**src/logic/gpio_bus_pkg.sv**
```systemverilog
/*
 * Shared widths, address layout and register kind codes for the host-bus
 * GPIO block. Every module pulls what it needs from here.
 */

package gpio_bus_pkg;

	// ==============================
	// host bus widths
	// ==============================
	localparam int BUS_WIDTH  = 32;      // host data bus
	localparam int ADDR_WIDTH = 14;      // word address, byte address[15:2]

	// ==============================
	// word address layout
	// ==============================
	// low bits pick the register kind, the rest pick the port
	localparam int KIND_WIDTH     = 2;
	localparam int PORT_NUM_WIDTH = ADDR_WIDTH - KIND_WIDTH;   // 12 bits

	typedef logic [BUS_WIDTH-1:0]      bus_data_t;    // one bus word
	typedef logic [ADDR_WIDTH-1:0]     word_addr_t;   // host word address
	typedef logic [KIND_WIDTH-1:0]     reg_kind_t;    // register kind field
	typedef logic [PORT_NUM_WIDTH-1:0] port_num_t;    // port number field

	// ==============================
	// register kind codes
	// ==============================
	localparam reg_kind_t REG_OUT = 2'd0;  // output data
	localparam reg_kind_t REG_DIR = 2'd1;  // direction, 1 drives the pin
	localparam reg_kind_t REG_IN  = 2'd2;  // synced pin input, read only
	// code 3 left unmapped, reads 0 and ignores writes

endpackage

```
**src/logic/gpio_req_if.sv**
```systemverilog
/*
 * One captured host request, handed from the capture stage to the decode
 * stage. Valid for a single cycle, no handshake.
 */

`timescale 1ns/1ps

interface gpio_req_if;
	import gpio_bus_pkg::*;

	logic      req_wr;     // write accepted this cycle
	logic      req_rd;     // read accepted this cycle
	reg_kind_t req_kind;   // register kind from addr low bits
	port_num_t req_port;   // port number from addr high bits
	bus_data_t req_wdata;  // write payload

	// stage 1 side
	modport capture (
		output req_wr, req_rd, req_kind, req_port, req_wdata
	);

	// stage 2 side
	modport decode (
		input req_wr, req_rd, req_kind, req_port, req_wdata
	);

endinterface

```
**src/logic/bus_capture.sv**
```systemverilog
/*
 * Stage 1 of the bridge. Qualifies host strobes with chip select and
 * registers them together with the split address and the write data.
 */

`timescale 1ns/1ps

module bus_capture (
	input  logic                    clk_low,
	input  logic                    arst_n,
	input  logic                    chip_sel,
	input  logic                    write_strobe,
	input  logic                    read_strobe,
	input  gpio_bus_pkg::word_addr_t bus_addr,
	input  gpio_bus_pkg::bus_data_t  bus_wdata,
	gpio_req_if.capture             req
);
	import gpio_bus_pkg::*;

	logic wr_acc;  // write seen under chip select
	logic rd_acc;  // read seen under chip select

	assign wr_acc = chip_sel & write_strobe;
	assign rd_acc = chip_sel & read_strobe;

	// ==============================
	// strobes, control state
	// ==============================
	always_ff @(posedge clk_low or negedge arst_n) begin
		if (!arst_n) begin
			req.req_wr <= 1'b0;
			req.req_rd <= 1'b0;
		end else begin
			req.req_wr <= wr_acc;   // one cycle only, no hold
			req.req_rd <= rd_acc;
		end
	end

	// ==============================
	// payload, taken every cycle
	// ==============================
	always_ff @(posedge clk_low) begin
		req.req_kind  <= bus_addr[KIND_WIDTH-1:0];           // kind field
		req.req_port  <= bus_addr[ADDR_WIDTH-1:KIND_WIDTH];  // port field
		req.req_wdata <= bus_wdata;
	end

	// host never issues read and write in the same selected cycle
	a_no_rw_overlap: assert property (
		@(posedge clk_low) disable iff (!arst_n)
		chip_sel |-> !(write_strobe && read_strobe)
	) else $error("bus_capture: read and write strobes together under chip_sel");

endmodule

```
**src/logic/gpio_bridge_top.sv**
```systemverilog
/*
 * Top level of the host-bus GPIO bridge. Wires the capture, port bank and
 * readback stages; all ports are plain and run on clk_low.
 */

`timescale 1ns/1ps

module gpio_bridge_top #(
	parameter int NUM_PORTS  = 2,
	parameter int PORT_WIDTH = 32
) (
	input  logic                            clk_low,
	input  logic                            arst_n,
	// host bus
	input  logic                            chip_sel,
	input  logic                            write_strobe,
	input  logic                            read_strobe,
	input  gpio_bus_pkg::word_addr_t        bus_addr,
	input  gpio_bus_pkg::bus_data_t         bus_wdata,
	output gpio_bus_pkg::bus_data_t         bus_rdata,
	output logic                            read_valid,
	// gpio pins, port p in slice p
	output logic [NUM_PORTS*PORT_WIDTH-1:0] pin_out,
	output logic [NUM_PORTS*PORT_WIDTH-1:0] pin_oe,
	input  logic [NUM_PORTS*PORT_WIDTH-1:0] pin_in
);
	import gpio_bus_pkg::*;

	gpio_req_if u_req_if ();   // stage 1 to stage 2

	logic      rd_pend;   // stage 2 to stage 3
	bus_data_t rd_word;

	// ==============================
	// pipeline stages
	// ==============================
	bus_capture u_bus_capture (
		.clk_low      (clk_low),
		.arst_n       (arst_n),
		.chip_sel     (chip_sel),
		.write_strobe (write_strobe),
		.read_strobe  (read_strobe),
		.bus_addr     (bus_addr),
		.bus_wdata    (bus_wdata),
		.req          (u_req_if.capture)
	);

	gpio_port_bank #(
		.NUM_PORTS  (NUM_PORTS),
		.PORT_WIDTH (PORT_WIDTH)
	) u_gpio_port_bank (
		.clk_low (clk_low),
		.arst_n  (arst_n),
		.req     (u_req_if.decode),
		.pin_in  (pin_in),
		.pin_out (pin_out),
		.pin_oe  (pin_oe),
		.rd_pend (rd_pend),
		.rd_word (rd_word)
	);

	readback_reg u_readback_reg (
		.clk_low    (clk_low),
		.arst_n     (arst_n),
		.rd_pend    (rd_pend),
		.rd_word    (rd_word),
		.bus_rdata  (bus_rdata),
		.read_valid (read_valid)
	);

endmodule

```
**src/logic/gpio_port_bank.sv**
```systemverilog
/*
 * Stage 2 of the bridge. Decodes the captured request, holds the per-port
 * output and direction registers, double-flops the pin inputs and latches
 * the selected read word for the readback stage.
 */

`timescale 1ns/1ps

module gpio_port_bank #(
	parameter int NUM_PORTS  = 2,
	parameter int PORT_WIDTH = 32    // at most the bus width
) (
	input  logic                          clk_low,
	input  logic                          arst_n,
	gpio_req_if.decode                    req,
	input  logic [NUM_PORTS*PORT_WIDTH-1:0] pin_in,
	output logic [NUM_PORTS*PORT_WIDTH-1:0] pin_out,
	output logic [NUM_PORTS*PORT_WIDTH-1:0] pin_oe,
	output logic                          rd_pend,
	output gpio_bus_pkg::bus_data_t       rd_word
);
	import gpio_bus_pkg::*;

	logic [PORT_WIDTH-1:0] out_reg [NUM_PORTS];   // output data per port
	logic [PORT_WIDTH-1:0] dir_reg [NUM_PORTS];   // output enable per port
	logic [NUM_PORTS*PORT_WIDTH-1:0] pin_meta;    // first sync flop
	logic [NUM_PORTS*PORT_WIDTH-1:0] pin_sync;    // second sync flop, REG_IN value

	logic [NUM_PORTS-1:0] port_sel;  // one-hot port match
	logic                 port_hit;  // port number in range
	logic                 wr_hit;    // write lands on a writable register
	bus_data_t            rd_sel;    // read mux output

	// ==============================
	// decode
	// ==============================
	always_comb begin
		for (int p = 0; p < NUM_PORTS; p++) begin
			port_sel[p] = (req.req_port == port_num_t'(p));
		end
	end

	assign port_hit = |port_sel;
	// REG_IN is read only, code 3 unmapped
	assign wr_hit = req.req_wr && port_hit &&
		(req.req_kind == REG_OUT || req.req_kind == REG_DIR);

	// ==============================
	// port registers and pins
	// ==============================
	for (genvar p = 0; p < NUM_PORTS; p++) begin : g_port
		always_ff @(posedge clk_low or negedge arst_n) begin
			if (!arst_n) begin
				out_reg[p] <= '0;
				dir_reg[p] <= '0;
			end else if (wr_hit && port_sel[p]) begin
				if (req.req_kind == REG_OUT)
					out_reg[p] <= req.req_wdata[PORT_WIDTH-1:0];  // low bits only
				else
					dir_reg[p] <= req.req_wdata[PORT_WIDTH-1:0];
			end
		end

		assign pin_out[p*PORT_WIDTH +: PORT_WIDTH] = out_reg[p];
		assign pin_oe[p*PORT_WIDTH +: PORT_WIDTH]  = dir_reg[p];
	end

	// two-flop synchronizer on the raw pins
	always_ff @(posedge clk_low or negedge arst_n) begin
		if (!arst_n) begin
			pin_meta <= '0;
			pin_sync <= '0;
		end else begin
			pin_meta <= pin_in;
			pin_sync <= pin_meta;
		end
	end

	// ==============================
	// read select
	// ==============================
	always_comb begin
		rd_sel = '0;                      // miss reads zero
		for (int p = 0; p < NUM_PORTS; p++) begin
			if (port_sel[p]) begin
				case (req.req_kind)
					REG_OUT: rd_sel = bus_data_t'(out_reg[p]);   // upper bits zero
					REG_DIR: rd_sel = bus_data_t'(dir_reg[p]);
					REG_IN:  rd_sel = bus_data_t'(pin_sync[p*PORT_WIDTH +: PORT_WIDTH]);
					default: rd_sel = '0;
				endcase
			end
		end
	end

	always_ff @(posedge clk_low or negedge arst_n) begin
		if (!arst_n)
			rd_pend <= 1'b0;
		else
			rd_pend <= req.req_rd;       // marks a word for stage 3
	end

	always_ff @(posedge clk_low) begin
		if (req.req_rd)
			rd_word <= rd_sel;
	end

	// a write past the last port leaves every pin register alone
	a_wr_in_range: assert property (
		@(posedge clk_low) disable iff (!arst_n)
		(req.req_wr && req.req_port >= port_num_t'(NUM_PORTS))
			|=> ($stable(pin_out) && $stable(pin_oe))
	) else $error("gpio_port_bank: write outside the port range changed the pins");

endmodule

```
**src/logic/readback_reg.sv**
```systemverilog
/*
 * Stage 3 of the bridge. Holds the read data steady on the host bus between
 * reads and pulses read_valid at the end of the fixed read latency.
 */

`timescale 1ns/1ps

module readback_reg (
	input  logic                    clk_low,
	input  logic                    arst_n,
	input  logic                    rd_pend,
	input  gpio_bus_pkg::bus_data_t rd_word,
	output gpio_bus_pkg::bus_data_t bus_rdata,
	output logic                    read_valid
);
	import gpio_bus_pkg::*;

	// ==============================
	// host-facing read data
	// ==============================
	always_ff @(posedge clk_low or negedge arst_n) begin
		if (!arst_n) begin
			bus_rdata  <= '0;
			read_valid <= 1'b0;
		end else begin
			read_valid <= rd_pend;       // one cycle per pending read
			if (rd_pend)
				bus_rdata <= rd_word;    // otherwise hold last word
		end
	end

	// every pending read brings a defined word from stage 2
	a_rd_word_known: assert property (
		@(posedge clk_low) disable iff (!arst_n)
		rd_pend |-> !$isunknown(rd_word)
	) else $error("readback_reg: pending read with unknown rd_word");

endmodule

```
**config.mk**
```make
export PLATFORM = sky130hd
export DESIGN_NAME = gpio_bridge_top
export DESIGN_NICKNAME = d
export VERILOG_FILES = /design/src/logic/gpio_bus_pkg.sv /design/src/logic/gpio_req_if.sv /design/src/logic/bus_capture.sv /design/src/logic/gpio_bridge_top.sv /design/src/logic/gpio_port_bank.sv /design/src/logic/readback_reg.sv
export SDC_FILE = /design/constraint.sdc
export NUM_CORES = 1
export LEC_CHECK = 0
export ABC_AREA = 1
export BUFFER_PORTS_ARGS = -buffer_cell sky130_fd_sc_hd__buf_2
export CAP_MARGIN = 20
export CORE_MARGIN = 3
export CORE_UTILIZATION = 56
export CTS_BUF_LIST = sky130_fd_sc_hd__clkbuf_4 sky130_fd_sc_hd__clkbuf_8
export DETAILED_ROUTE_END_ITERATION = 12
export HOLD_SLACK_MARGIN = 0.15
export PLACE_DENSITY = 0.88
export SLEW_MARGIN = 20
export SYNTH_ARGS = -nofsm -noshare
export SYNTH_HDL_FRONTEND = slang
export SYNTH_SLANG_ARGS = --single-unit
```
**constraint.sdc**
```tcl
create_clock -name clk_low -period 2 [get_ports clk_low]
set_clock_uncertainty 0.2 [all_clocks]
set_input_delay 0.1 -clock clk_low [delete_from_list [all_inputs] [get_ports clk_low]]
set_output_delay 0.1 -clock clk_low [all_outputs]
set_load 0.005 [all_outputs]
```
==> impl_metrics.py, run 1 <==
metrics = {
    "outcome": {
        "status": "completed",
    },
    "floorplanning": {
        "dieArea_um2": 24870,
        "core_area_um2": 22230,
        "ios": 276,
        "start_util": 0.5797,
        "die_x_um": 157.7,
        "rows": 54,
        "die_y_um": 157.7,
    },
    "clock_network": {
        "cts_tree": "yes",
        "htree_levels": 2,
        "cts_buffer_depth": 3,
        "post-cts-setup-buffers": 0,
        "clkSinkCount": 370,
        "clock_latency_ns": 0.59,
        "cts_made_buffers": 56,
        "cts_root_buf": "clkbuf_8",
        "clk_pin_slew_ns": 0.07,
    },
    "critical_path": {
        "cp.required_ns": 2.31,
        "crit_family": "simple AND/OR/NAND/NOR gates",
        "cp_slowest_stage_delay_ns": 0.30,
        "crit_path_top_delay_cell": "dfxtp_1",
        "startpoint_type": "flip-flop",
        "worst-path-buf-inv": 1,
        "crit_chain": "nor2_1, nand2_1, nor2_2, nand3_1, nor2_4, buf_4, nand2_1, nand2_1",
        "path_common_cell": "nand2_1",
        "crit_path_end_kind": "flip-flop",
        "worstPathArrival_ns": 2.21,
        "critical_path_class": "reg2reg",
        "cp_max_fo": 10,
    },
    "power_and_ir_drop": {
        "ir_worst_vdd_uv": 685.6,
        "p_leak_nw": 9.633,
        "p_sw_w": 0.003617,
        "comb_power_share": 0.062,
        "pwr-share-seq": 0.498,
        "sw_frac_of_total": 0.2264,
        "p_per_area_nw_per_um2": 860.7,
        "p_int_w": 0.01236,
        "pwr-share-clk": 0.439,
    },
    "route": {
        "drtPass1Iterations": 8,
        "vias_per_cell": 5.627,
        "drc_errors": 0,
        "vias": 11900,
        "wire_per_inst_um": 21.75,
        "antenna_left": 0,
        "drt_iter0_drc": 1140,
        "wl_mm": 45.99,
    },
    "job": {
        "cap_violations": 0,
    },
    "global_route": {
        "track_usage": 0.3738,
        "grt_pass1_wl_mm": 70.34,
        "grt_max_degree": 54,
        "antenna_found_initial": 0,
        "grt_overflow": 0,
        "grt_pass1_vias": 12850,
    },
    "final_layout": {
        "fillers": 1050,
        "drive_gt1_frac": 0.2567,
        "finalNetCount": 1902,
        "final_util": 0.8352,
        "antenna_cells": 0,
        "final_cells": 2115,
        "synthToLayoutAreaGrowth_pct": 44.08,
    },
    "yosys": {
        "synth-seq-cells": 370,
        "yosysTopAreaCell": "dfrtp_1",
        "postSynthCellCount": 1233,
        "syn_area_per_cell_um2": 10.45,
        "ys_warn_count": 0,
        "synthDistinctLibCells": 16,
        "synth_top_area_frac": 0.5670,
        "syn-cell-area_um2": 12890,
        "synthesis.nets": 1348,
        "yosysSeqAreaShare": 0.7131,
        "synth_area_leaders": "dfrtp_1 57%, nand2_1 19%, edfxtp_1 7.5%",
    },
    "timing": {
        "period_needed_ns": 1.895,
        "slew_violations": 0,
        "finalSetupViolations": 0,
        "whs_ns": 0.1479,
        "fin_tns_setup_ns": 0,
        "layout_worst_path_cycle_share": 0.9477,
        "hold_viol_final": 0,
        "fmax_mhz": 527.6,
        "slew_headroom": 0.7063,
        "rsz0062_at_grt": "no",
        "tightest_slew_ns": 0.4405,
    },
    "placement": {
        "port_buffers": 275,
        "place.gp.congestion": 0.8693,
        "place_inst": 1772,
        "hpwl_mm": 23.85,
    },
    "min_path": {
        "min_path_type": "reg2reg",
    },
}
## through the flow
step                worst slack [ns]  power (W)  area (um2)
finish                        0.1045    0.01598       18570
global route                 0.02662    0.01643       18570
CTS                          0.08856    0.01582       18550
detailed placement            0.1034   0.008664       14880
global placement              0.1993   0.008642       14880
floorplan                     0.4441   0.008224       12890
## sequential cells by signal, indices dropped and copies added (netlist names)
register and flops:
u_readback_reg.bus_rdata 32, u_bus_capture.req.req_rd 1, u_bus_capture.req.req_wdata 32, u_gpio_port_bank.pin_sync 64, u_gpio_port_bank.pin_oe 64, u_bus_capture.req.req_port 12, u_gpio_port_bank.pin_out 64, u_bus_capture.req.req_wr 1
u_gpio_port_bank.rd_pend 1, u_gpio_port_bank.pin_meta 64, u_bus_capture.req.req_kind 2, u_readback_reg.read_valid 1, u_gpio_port_bank.rd_word 32
## what timing repair did
action,in CTS,in global routing
endpoints found under the hold margin,412,0
hold buffers,237,0
resized for setup,0,5
endpoints found under the setup margin,0,63
## layer usage
metal | part of all wire | GRT usage | up-vias
li1 | - | - | 4989
met2 | 0.49 | 0.6184 | 979
met5 | 0 | 0 | -
met4 | 0.069 | 0.2384 | 0
met3 | 0.11 | 0.08885 | 301
met1 | 0.34 | 0.4411 | 5632
## power by group through the flow
| stage | logic, W | clock network (W) | registers [W] |
|---|---|---|---|
| 3_5_place_dp | 0.000590 | 0 | 0.00807 |
| 2_1_floorplan | 0.000187 | 0 | 0.00804 |
| 4_1_cts | 0.000946 | 0.00693 | 0.00794 |
| 3_3_place_gp | 0.000577 | 0 | 0.00807 |
| 6_report | 0.000997 | 0.00702 | 0.00796 |
| 5_1_grt | 0.00107 | 0.00739 | 0.00797 |
## cell families after synthesis
| kind of cell | share of synthesized area |
|---|---|
| compound gates | 0.01243 |
| buf+inv | 0.02204 |
| flops | 0.7131 |
| mux | 0.02796 |
| simple gates | 0.2245 |
## layout by cell type, fill, tap and decap left out, types with 2 or more instances in the layout
cell,instances
nor2_4,9
buf_2,274
nor2_1,5
clkbuf_8,75
bufinv_16,2
dfrtp_2,2
nand3_1,66
nand2_1,646
dlygate4sd3_1,237
edfxtp_1,32
nor2_2,3
buf_4,24
nand4_1,4
buf_12,14
o21ai_1,32
clkinv_2,6
buf_6,2
clkbuf_4,22
inv_1,7
mux2_2,32
dfxtp_1,45
dfrtp_1,290
## worst reg2reg max path: cells and delay by family (launching register included)
kind | cells | cell delay (ns)
flip-flops | 1 | 0.30
AND/OR/NAND/NOR | 7 | 1.11
buffers and inverters | 1 | 0.23
## worst paths after layout
path,cells past startpoint,slack (ns),to,start
min reg2reg,0,0.15,u_gpio_port_bank.pin_sync[51],u_gpio_port_bank.pin_meta[51]
min in group asynchronous,3,0.39,u_readback_reg.bus_rdata[5],arst_n
max reg2reg,8,0.10,u_gpio_port_bank.pin_out[4],u_bus_capture.req.req_port[3]
max,8,0.10,u_gpio_port_bank.pin_out[4],u_bus_capture.req.req_port[3]
min,0,0.15,u_gpio_port_bank.pin_sync[51],u_gpio_port_bank.pin_meta[51]
max in group asynchronous,4,0.52,u_gpio_port_bank.pin_oe[17],arst_n
## synthesized netlist by cell type
cell type and instances:
nor2_2 7, edfxtp_1 32, nor2_4 3, clkbuf_1 23
buf_2 32, o21ai_1 32, inv_2 1, dfrtp_1 292
mux2_2 32, nand3_1 67, dfxtp_1 46, buf_4 1
nor2_1 7, inv_1 7, nand2_1 647, nand4_1 4
## final cells by class
class,instances,area (um2),share of cell area
Clock buffer,97,1197,0.06449
Clock inverter,9,98.84,0.005324
Inverter,8,30.03,0.001617
Multi-Input combinational cell,799,3456,0.1861
Sequential cell,370,9193,0.4951
Tap cell,280,350.3,0.01887
Timing Repair Buffer,552,4242,0.2285
Note: power is estimated with default switching activity, not from simulation.
==> run 2, diff against run 1 <==
==> constraint.sdc (replaced) <==
create_clock -name clk_low -period 2 [get_ports clk_low]
set_clock_uncertainty 0.2 [all_clocks]
set_input_delay 0 -clock clk_low [delete_from_list [all_inputs] [get_ports clk_low]]
set_output_delay 0 -clock clk_low [all_outputs]
set_load 0.05 [all_outputs]
==> run 2 against run 1 <==
Against the previous run:
- worst hold slack is essentially flat
- wire length grew 1.8%
- non-clock buffer count grew 5
- largest cell class unchanged
- highest routed layer is now met5
- die area is the same
- flip-flop and latch count is the same
==> impl_metrics.py, run 2 (same netlist as run 1, synthesis figures left out) <==
metrics = {
    "clock_network": {
        "cts_made_buffers": 57,
        "clk_pin_slew_ns": 0.07,
        "clock_latency_ns": 0.60,
        "cts_buffer_depth": 3,
        "htree_levels": 2,
        "cts_root_buf": "clkbuf_8",
        "cts_tree": "yes",
        "clkSinkCount": 370,
    },
    "critical_path": {
        "crit_path_top_delay_cell": "dfxtp_1",
        "cp-startpoint": "u_bus_capture.req.req_port[9]",
        "worstPathArrival_ns": 2.18,
        "crit_family": "simple AND/OR/NAND/NOR gates",
        "reg2reg_setup_slack_ns": 0.04,
        "cp_slowest_stage_delay_ns": 0.29,
        "worst-path-buf-inv": 2,
        "startpoint_type": "flip-flop",
        "reg2regPathDepth": 7,
        "reg2reg_to": "u_gpio_port_bank.rd_word[18]",
        "cp_max_fo": 21,
        "critical_path_class": "reg2reg",
        "r2r-start": "u_bus_capture.req.req_port[9]",
        "crit_cells": 7,
        "crit_path_end_kind": "flip-flop",
        "crit_chain": "nor2_1, nand2_1, nor2_4, buf_4, nand3_2, buf_4, o21ai_1",
        "cp.required_ns": 2.22,
        "crit_end": "u_gpio_port_bank.rd_word[18]",
        "path_common_cell": "buf_4",
    },
    "route": {
        "drt_iter0_drc": 1372,
        "drtPass1Iterations": 6,
        "wire_per_inst_um": 22.01,
        "antenna_left": 0,
        "vias": 12020,
        "maxUsedRoutingLayer": "met5",
        "wl_mm": 46.80,
        "dr_wl_met2_mm": 22.68,
        "dr_wl_met3_mm": 5.307,
        "vias_per_cell": 5.653,
        "wl_met1_mm": 15.24,
        "drc_errors": 0,
    },
    "timing": {
        "finalSetupViolations": 0,
        "layout_worst_path_cycle_share": 0.9808,
        "tightest_slew_ns": 0.5323,
        "fin_tns_setup_ns": 0,
        "hold_viol_final": 0,
        "fmax_mhz": 509.8,
        "period_needed_ns": 1.962,
        "whs_ns": 0.1477,
        "slew_violations": 0,
        "rsz0062_at_grt": "yes",
        "slew_headroom": 0.6451,
    },
    "floorplanning": {
        "die_y_um": 157.7,
        "dieArea_um2": 24870,
        "start_util": 0.5797,
        "core_area_um2": 22230,
        "ios": 276,
        "rows": 54,
        "die_x_um": 157.7,
    },
    "final_layout": {
        "synthToLayoutAreaGrowth_pct": 44.36,
        "final_cells": 2126,
        "drive_gt1_frac": 0.2606,
        "layout_common_cells": "646 x nand2_1, 290 x dfrtp_1, 274 x buf_2",
        "fin_area_um2": 18600,
        "final_common_cell": "nand2_1",
        "finalNetCount": 1908,
    },
    "outcome": {
        "status": "completed",
    },
    "power_and_ir_drop": {
        "p_leak_nw": 9.652,
        "p_per_area_nw_per_um2": 866.9,
        "ir_worst_vdd_uv": 758.7,
    },
    "global_route": {
        "track_usage": 0.3717,
        "grt_pass1_wl_mm": 69.77,
        "grt_max_degree": 73,
        "antenna_found_initial": 3,
        "grt_pass1_vias": 12710,
        "grt_overflow": 0,
    },
    "placement": {
        "place_inst": 1774,
        "hpwl_mm": 24.12,
        "dpl-instance-area_um2": 14850,
        "place.gp.congestion": 0.8713,
        "port_buffers": 275,
    },
    "min_path": {
        "worstHoldStart": "u_gpio_port_bank.pin_meta[19]",
        "min_path_type": "reg2reg",
    },
    "job": {
        "cap_violations": 0,
    },
}
[run 2: changes by cell type in the layout (fill, tap and decap cells not counted), sizes merged]
cell	change
buf	+5
clkbuf	+2
clkinv	-1
clkinvlp	+2
diode	+4
dlygate4sd3	-1
[run 2: layout make-up]
class                           instances  area (um2)
Sequential cell                       370        9194
Timing Repair Buffer                  557        4260
Fill cell                            1077        3626
Multi-Input combinational cell        799        3461
Clock buffer                           98        1186
Tap cell                              280       350.3
Clock inverter                         10       111.4
Inverter                                8       30.03
Antenna cell                            4       10.01
[run 2: worst min path at each step]
stage	to	cells after the start
4_1_cts	u_gpio_port_bank.pin_sync[41]	0
3_3_place_gp	u_gpio_port_bank.pin_meta[33]	1
3_5_place_dp	u_gpio_port_bank.pin_out[35]	1
5_1_grt	u_gpio_port_bank.pin_sync[12]	0
2_1_floorplan	u_bus_capture.req.req_rd	0
6_report	u_gpio_port_bank.pin_sync[19]	0
[run 2: report_power, final]
group | internal (W) | switching, W | leakage [nW]
logic | 0.000540 | 0.000642 | 4.47
registers | 0.00780 | 0.000151 | 4.49
clock network | 0.00399 | 0.00300 | 0.691
[run 2: worst reg2reg max path: stages (launching register included)]
cell and delay, ns:
dfxtp_1 0.29, nor2_1 0.14, nand2_1 0.14, nor2_4 0.24, buf_4 0.17, nand3_2 0.09, buf_4 0.26, o21ai_1 0.27
[run 2: per-layer routing]
| layer | GRT usage | up-vias |
|---|---|---|
| met1 | 0.4198 | 5675 |
| li1 | - | 5011 |
| met4 | 0.2467 | 2 |
| met2 | 0.6214 | 1043 |
| met3 | 0.1006 | 288 |
| met5 | 0 | - |
[run 2: repair_timing]
item                       4_1_cts  5_1_grt
hold endpoints to repair       411        0
hold buffers                   236        0
gates resized for setup          0        8
setup endpoints to repair        0       58
buffers inserted                 0        3
[run 2: through the flow]
stage | setup slack [ns] | utilization | total power (W)
detailed placement | 0.1460 | 0.6680 | 0.008841
global route | -0.02985 | 0.8368 | 0.01659
CTS | 0.1107 | 0.8327 | 0.01599
finish | 0.03842 | 0.8369 | 0.01613
global placement | 0.2052 | 0.6680 | 0.008815
floorplan | 0.4377 | - | 0.008396
==> run 3, diff against run 2 <==
--- a/config.mk
+++ b/config.mk
@@ -6,14 +6,15 @@
 export NUM_CORES = 1
 export LEC_CHECK = 0
 export ABC_AREA = 1
-export BUFFER_PORTS_ARGS = -buffer_cell sky130_fd_sc_hd__buf_2
 export CAP_MARGIN = 20
 export CORE_MARGIN = 3
-export CORE_UTILIZATION = 56
+export CORE_UTILIZATION = 59
 export CTS_BUF_LIST = sky130_fd_sc_hd__clkbuf_4 sky130_fd_sc_hd__clkbuf_8
 export DETAILED_ROUTE_END_ITERATION = 12
+export DONT_BUFFER_PORTS = 1
 export HOLD_SLACK_MARGIN = 0.15
-export PLACE_DENSITY = 0.88
+export PLACE_DENSITY = 0.81
+export SKIP_CTS_REPAIR_TIMING = 1
 export SLEW_MARGIN = 20
 export SYNTH_ARGS = -nofsm -noshare
 export SYNTH_HDL_FRONTEND = slang
==> run 3 against run 2 <==
Against the previous run:
- the flow now finishes with violations (hold timing)
- sequential share of layout area up 4.0 points
- worst setup slack lost 0.030 ns
- non-clock buffer count shrank 255
- critical path depth up 2
- global-route usage down 8.0 points
- clock power decreased by 4.7%
- die area fell by 4.9%
- critical path type unchanged
- critical endpoint is now u_gpio_port_bank.rd_word[20]
==> impl_metrics.py, run 3 (same netlist as run 1, synthesis figures left out) <==
metrics = {
    "outcome": {
        "status": "finished with violations",
        "violations": "hold timing",
    },
    "final_layout": {
        "drive_gt1_frac": 0.1447,
        "final_cells": 1859,
        "final_common_cell": "nand2_1",
        "fillers": 1060,
        "final_util": 0.8103,
        "layout_common_cells": "646 x nand2_1, 290 x dfrtp_1, 226 x dlygate4sd3_1",
        "multi_input_area_um2": 3463,
        "fin_area_um2": 17200,
        "register_area_um2": 9191,
        "synthToLayoutAreaGrowth_pct": 33.44,
        "finalNetCount": 1651,
    },
    "floorplanning": {
        "rows": 53,
        "start_util": 0.6073,
        "die_y_um": 153.8,
        "dieArea_um2": 23650,
        "core_area_um2": 21220,
        "ios": 276,
        "die_x_um": 153.8,
    },
    "global_route": {
        "track_usage": 0.2918,
        "grt_pass1_wl_mm": 53.43,
        "grt_overflow": 0,
        "grt_max_degree": 293,
        "antenna_found_initial": 1,
        "grt_pass1_vias": 9297,
    },
    "timing": {
        "hold_viol_final": 292,
        "slew_violations": 0,
        "tightest_slew_ns": 0.7089,
        "period_needed_ns": 1.991,
        "fmax_mhz": 502.2,
        "layout_worst_path_cycle_share": 0.9956,
        "finalSetupViolations": 0,
        "setup_slack_ns": 0.008779,
        "slew_headroom": 0.5274,
        "whs_ns": -1.084,
    },
    "placement": {
        "place.gp.congestion": 0.8891,
        "hpwl_mm": 22.64,
        "place_ws_ns": 0.1413,
        "place_inst": 1527,
        "dpl-instance-area_um2": 13690,
        "port_buffers": 0,
    },
    "clock_network": {
        "cts_tree": "yes",
        "clock_latency_ns": 0.61,
        "cts_buffer_depth": 3,
        "clkSinkCount": 370,
        "cts_root_buf": "clkbuf_8",
        "htree_levels": 2,
        "clk_pin_slew_ns": 0.07,
        "cts_made_buffers": 55,
    },
    "critical_path": {
        "crit_path_top_delay_cell": "dfxtp_1",
        "cp.required_ns": 2.24,
        "startpoint_type": "flip-flop",
        "cp_slowest_stage_delay_ns": 0.31,
        "cp_max_fo": 8,
        "crit_chain": "nor2_1, nand2_1, nor2_4, nand2_2, nor2_4, buf_12, buf_4, nand2_1, o21ai_1",
        "crit_path_end_kind": "flip-flop",
        "worstPathArrival_ns": 2.23,
        "reg2reg_setup_slack_ns": 0.009,
        "critical_path_class": "reg2reg",
    },
    "route": {
        "vias": 10900,
        "wl_mm": 44.24,
        "antenna_left": 0,
        "drc_errors": 0,
        "drt_iter0_drc": 1323,
        "vias_per_cell": 5.866,
        "drtPass1Iterations": 6,
        "wire_per_inst_um": 23.80,
    },
    "job": {
        "cap_violations": 0,
    },
    "power_and_ir_drop": {
        "p_per_area_nw_per_um2": 901.2,
        "ir_worst_vdd_uv": 924.5,
        "power.total_w": 0.01550,
        "p_leak_nw": 8.385,
    },
    "min_path": {
        "min_path_type": "in2async",
    },
}
## run 3: cell types whose count changed in the layout (fill, tap and decap cells not counted), moves of 3 or more
cell           previous run  this run
buf_2                   274         0
dlygate4sd3_1           236       226
clkbuf_4                 26        29
nand3_2                   3         0
clkbuf_8                 72        68
buf_4                    32        66
diode_2                   4         1
## run 3: path summary, 6_finish.rpt
kind | start | cells past startpoint | to
min in group clk_low | u_gpio_port_bank.pin_meta[13] | 0 | u_gpio_port_bank.pin_sync[13]
setup / recovery | u_bus_capture.req.req_port[5] | 9 | u_gpio_port_bank.rd_word[20]
hold reg to reg | u_gpio_port_bank.pin_meta[13] | 0 | u_gpio_port_bank.pin_sync[13]
setup reg to reg | u_bus_capture.req.req_port[5] | 9 | u_gpio_port_bank.rd_word[20]
hold / removal | arst_n | 0 | u_gpio_port_bank.pin_sync[36]
max in group asynchronous | arst_n | 0 | u_gpio_port_bank.pin_out[30]
## run 3: final cells by class
cell class / count / area share
Timing Repair Buffer: 302 / 0.1720
Antenna cell: 1 / 0.0001455
Sequential cell: 370 / 0.5345
Tap cell: 275 / 0.02001
Clock buffer: 97 / 0.06709
Multi-Input combinational cell: 799 / 0.2014
Inverter: 8 / 0.001746
Clock inverter: 7 / 0.003056
## run 3: worst max-delay path: cells and delay by family, from the launching register on
kind	cells	cell delay, ns
simple gates	6	0.91
flops	1	0.31
buf+inv	2	0.31
compound gates	1	0.12
## run 3: through the flow
stage / TNS, ns / hold slack [ns]
after floorplan: 0 / -0.4956
final: 0 / -1.084
after CTS: 0 / -1.125
after global placement: 0 / -0.4837
after global routing: -0.9172 / -1.132
after detailed placement: 0 / -0.4838
## run 3: where the power goes
| group | internal [W] | total (W) | switching, W |
|---|---|---|---|
| Sequential | 0.00780 | 0.00814 | 0.000342 |
| Clock | 0.00362 | 0.00666 | 0.00304 |
| Combinational | 0.000403 | 0.000698 | 0.000295 |
## run 3: per-layer routing
metal,global-route usage,up-vias,share of wire
met1,0.3736,5156,0.32
met5,0,-,0
li1,-,4491,-
met3,0.1047,276,0.12
met4,0.1236,0,0.066
met2,0.4567,981,0.49
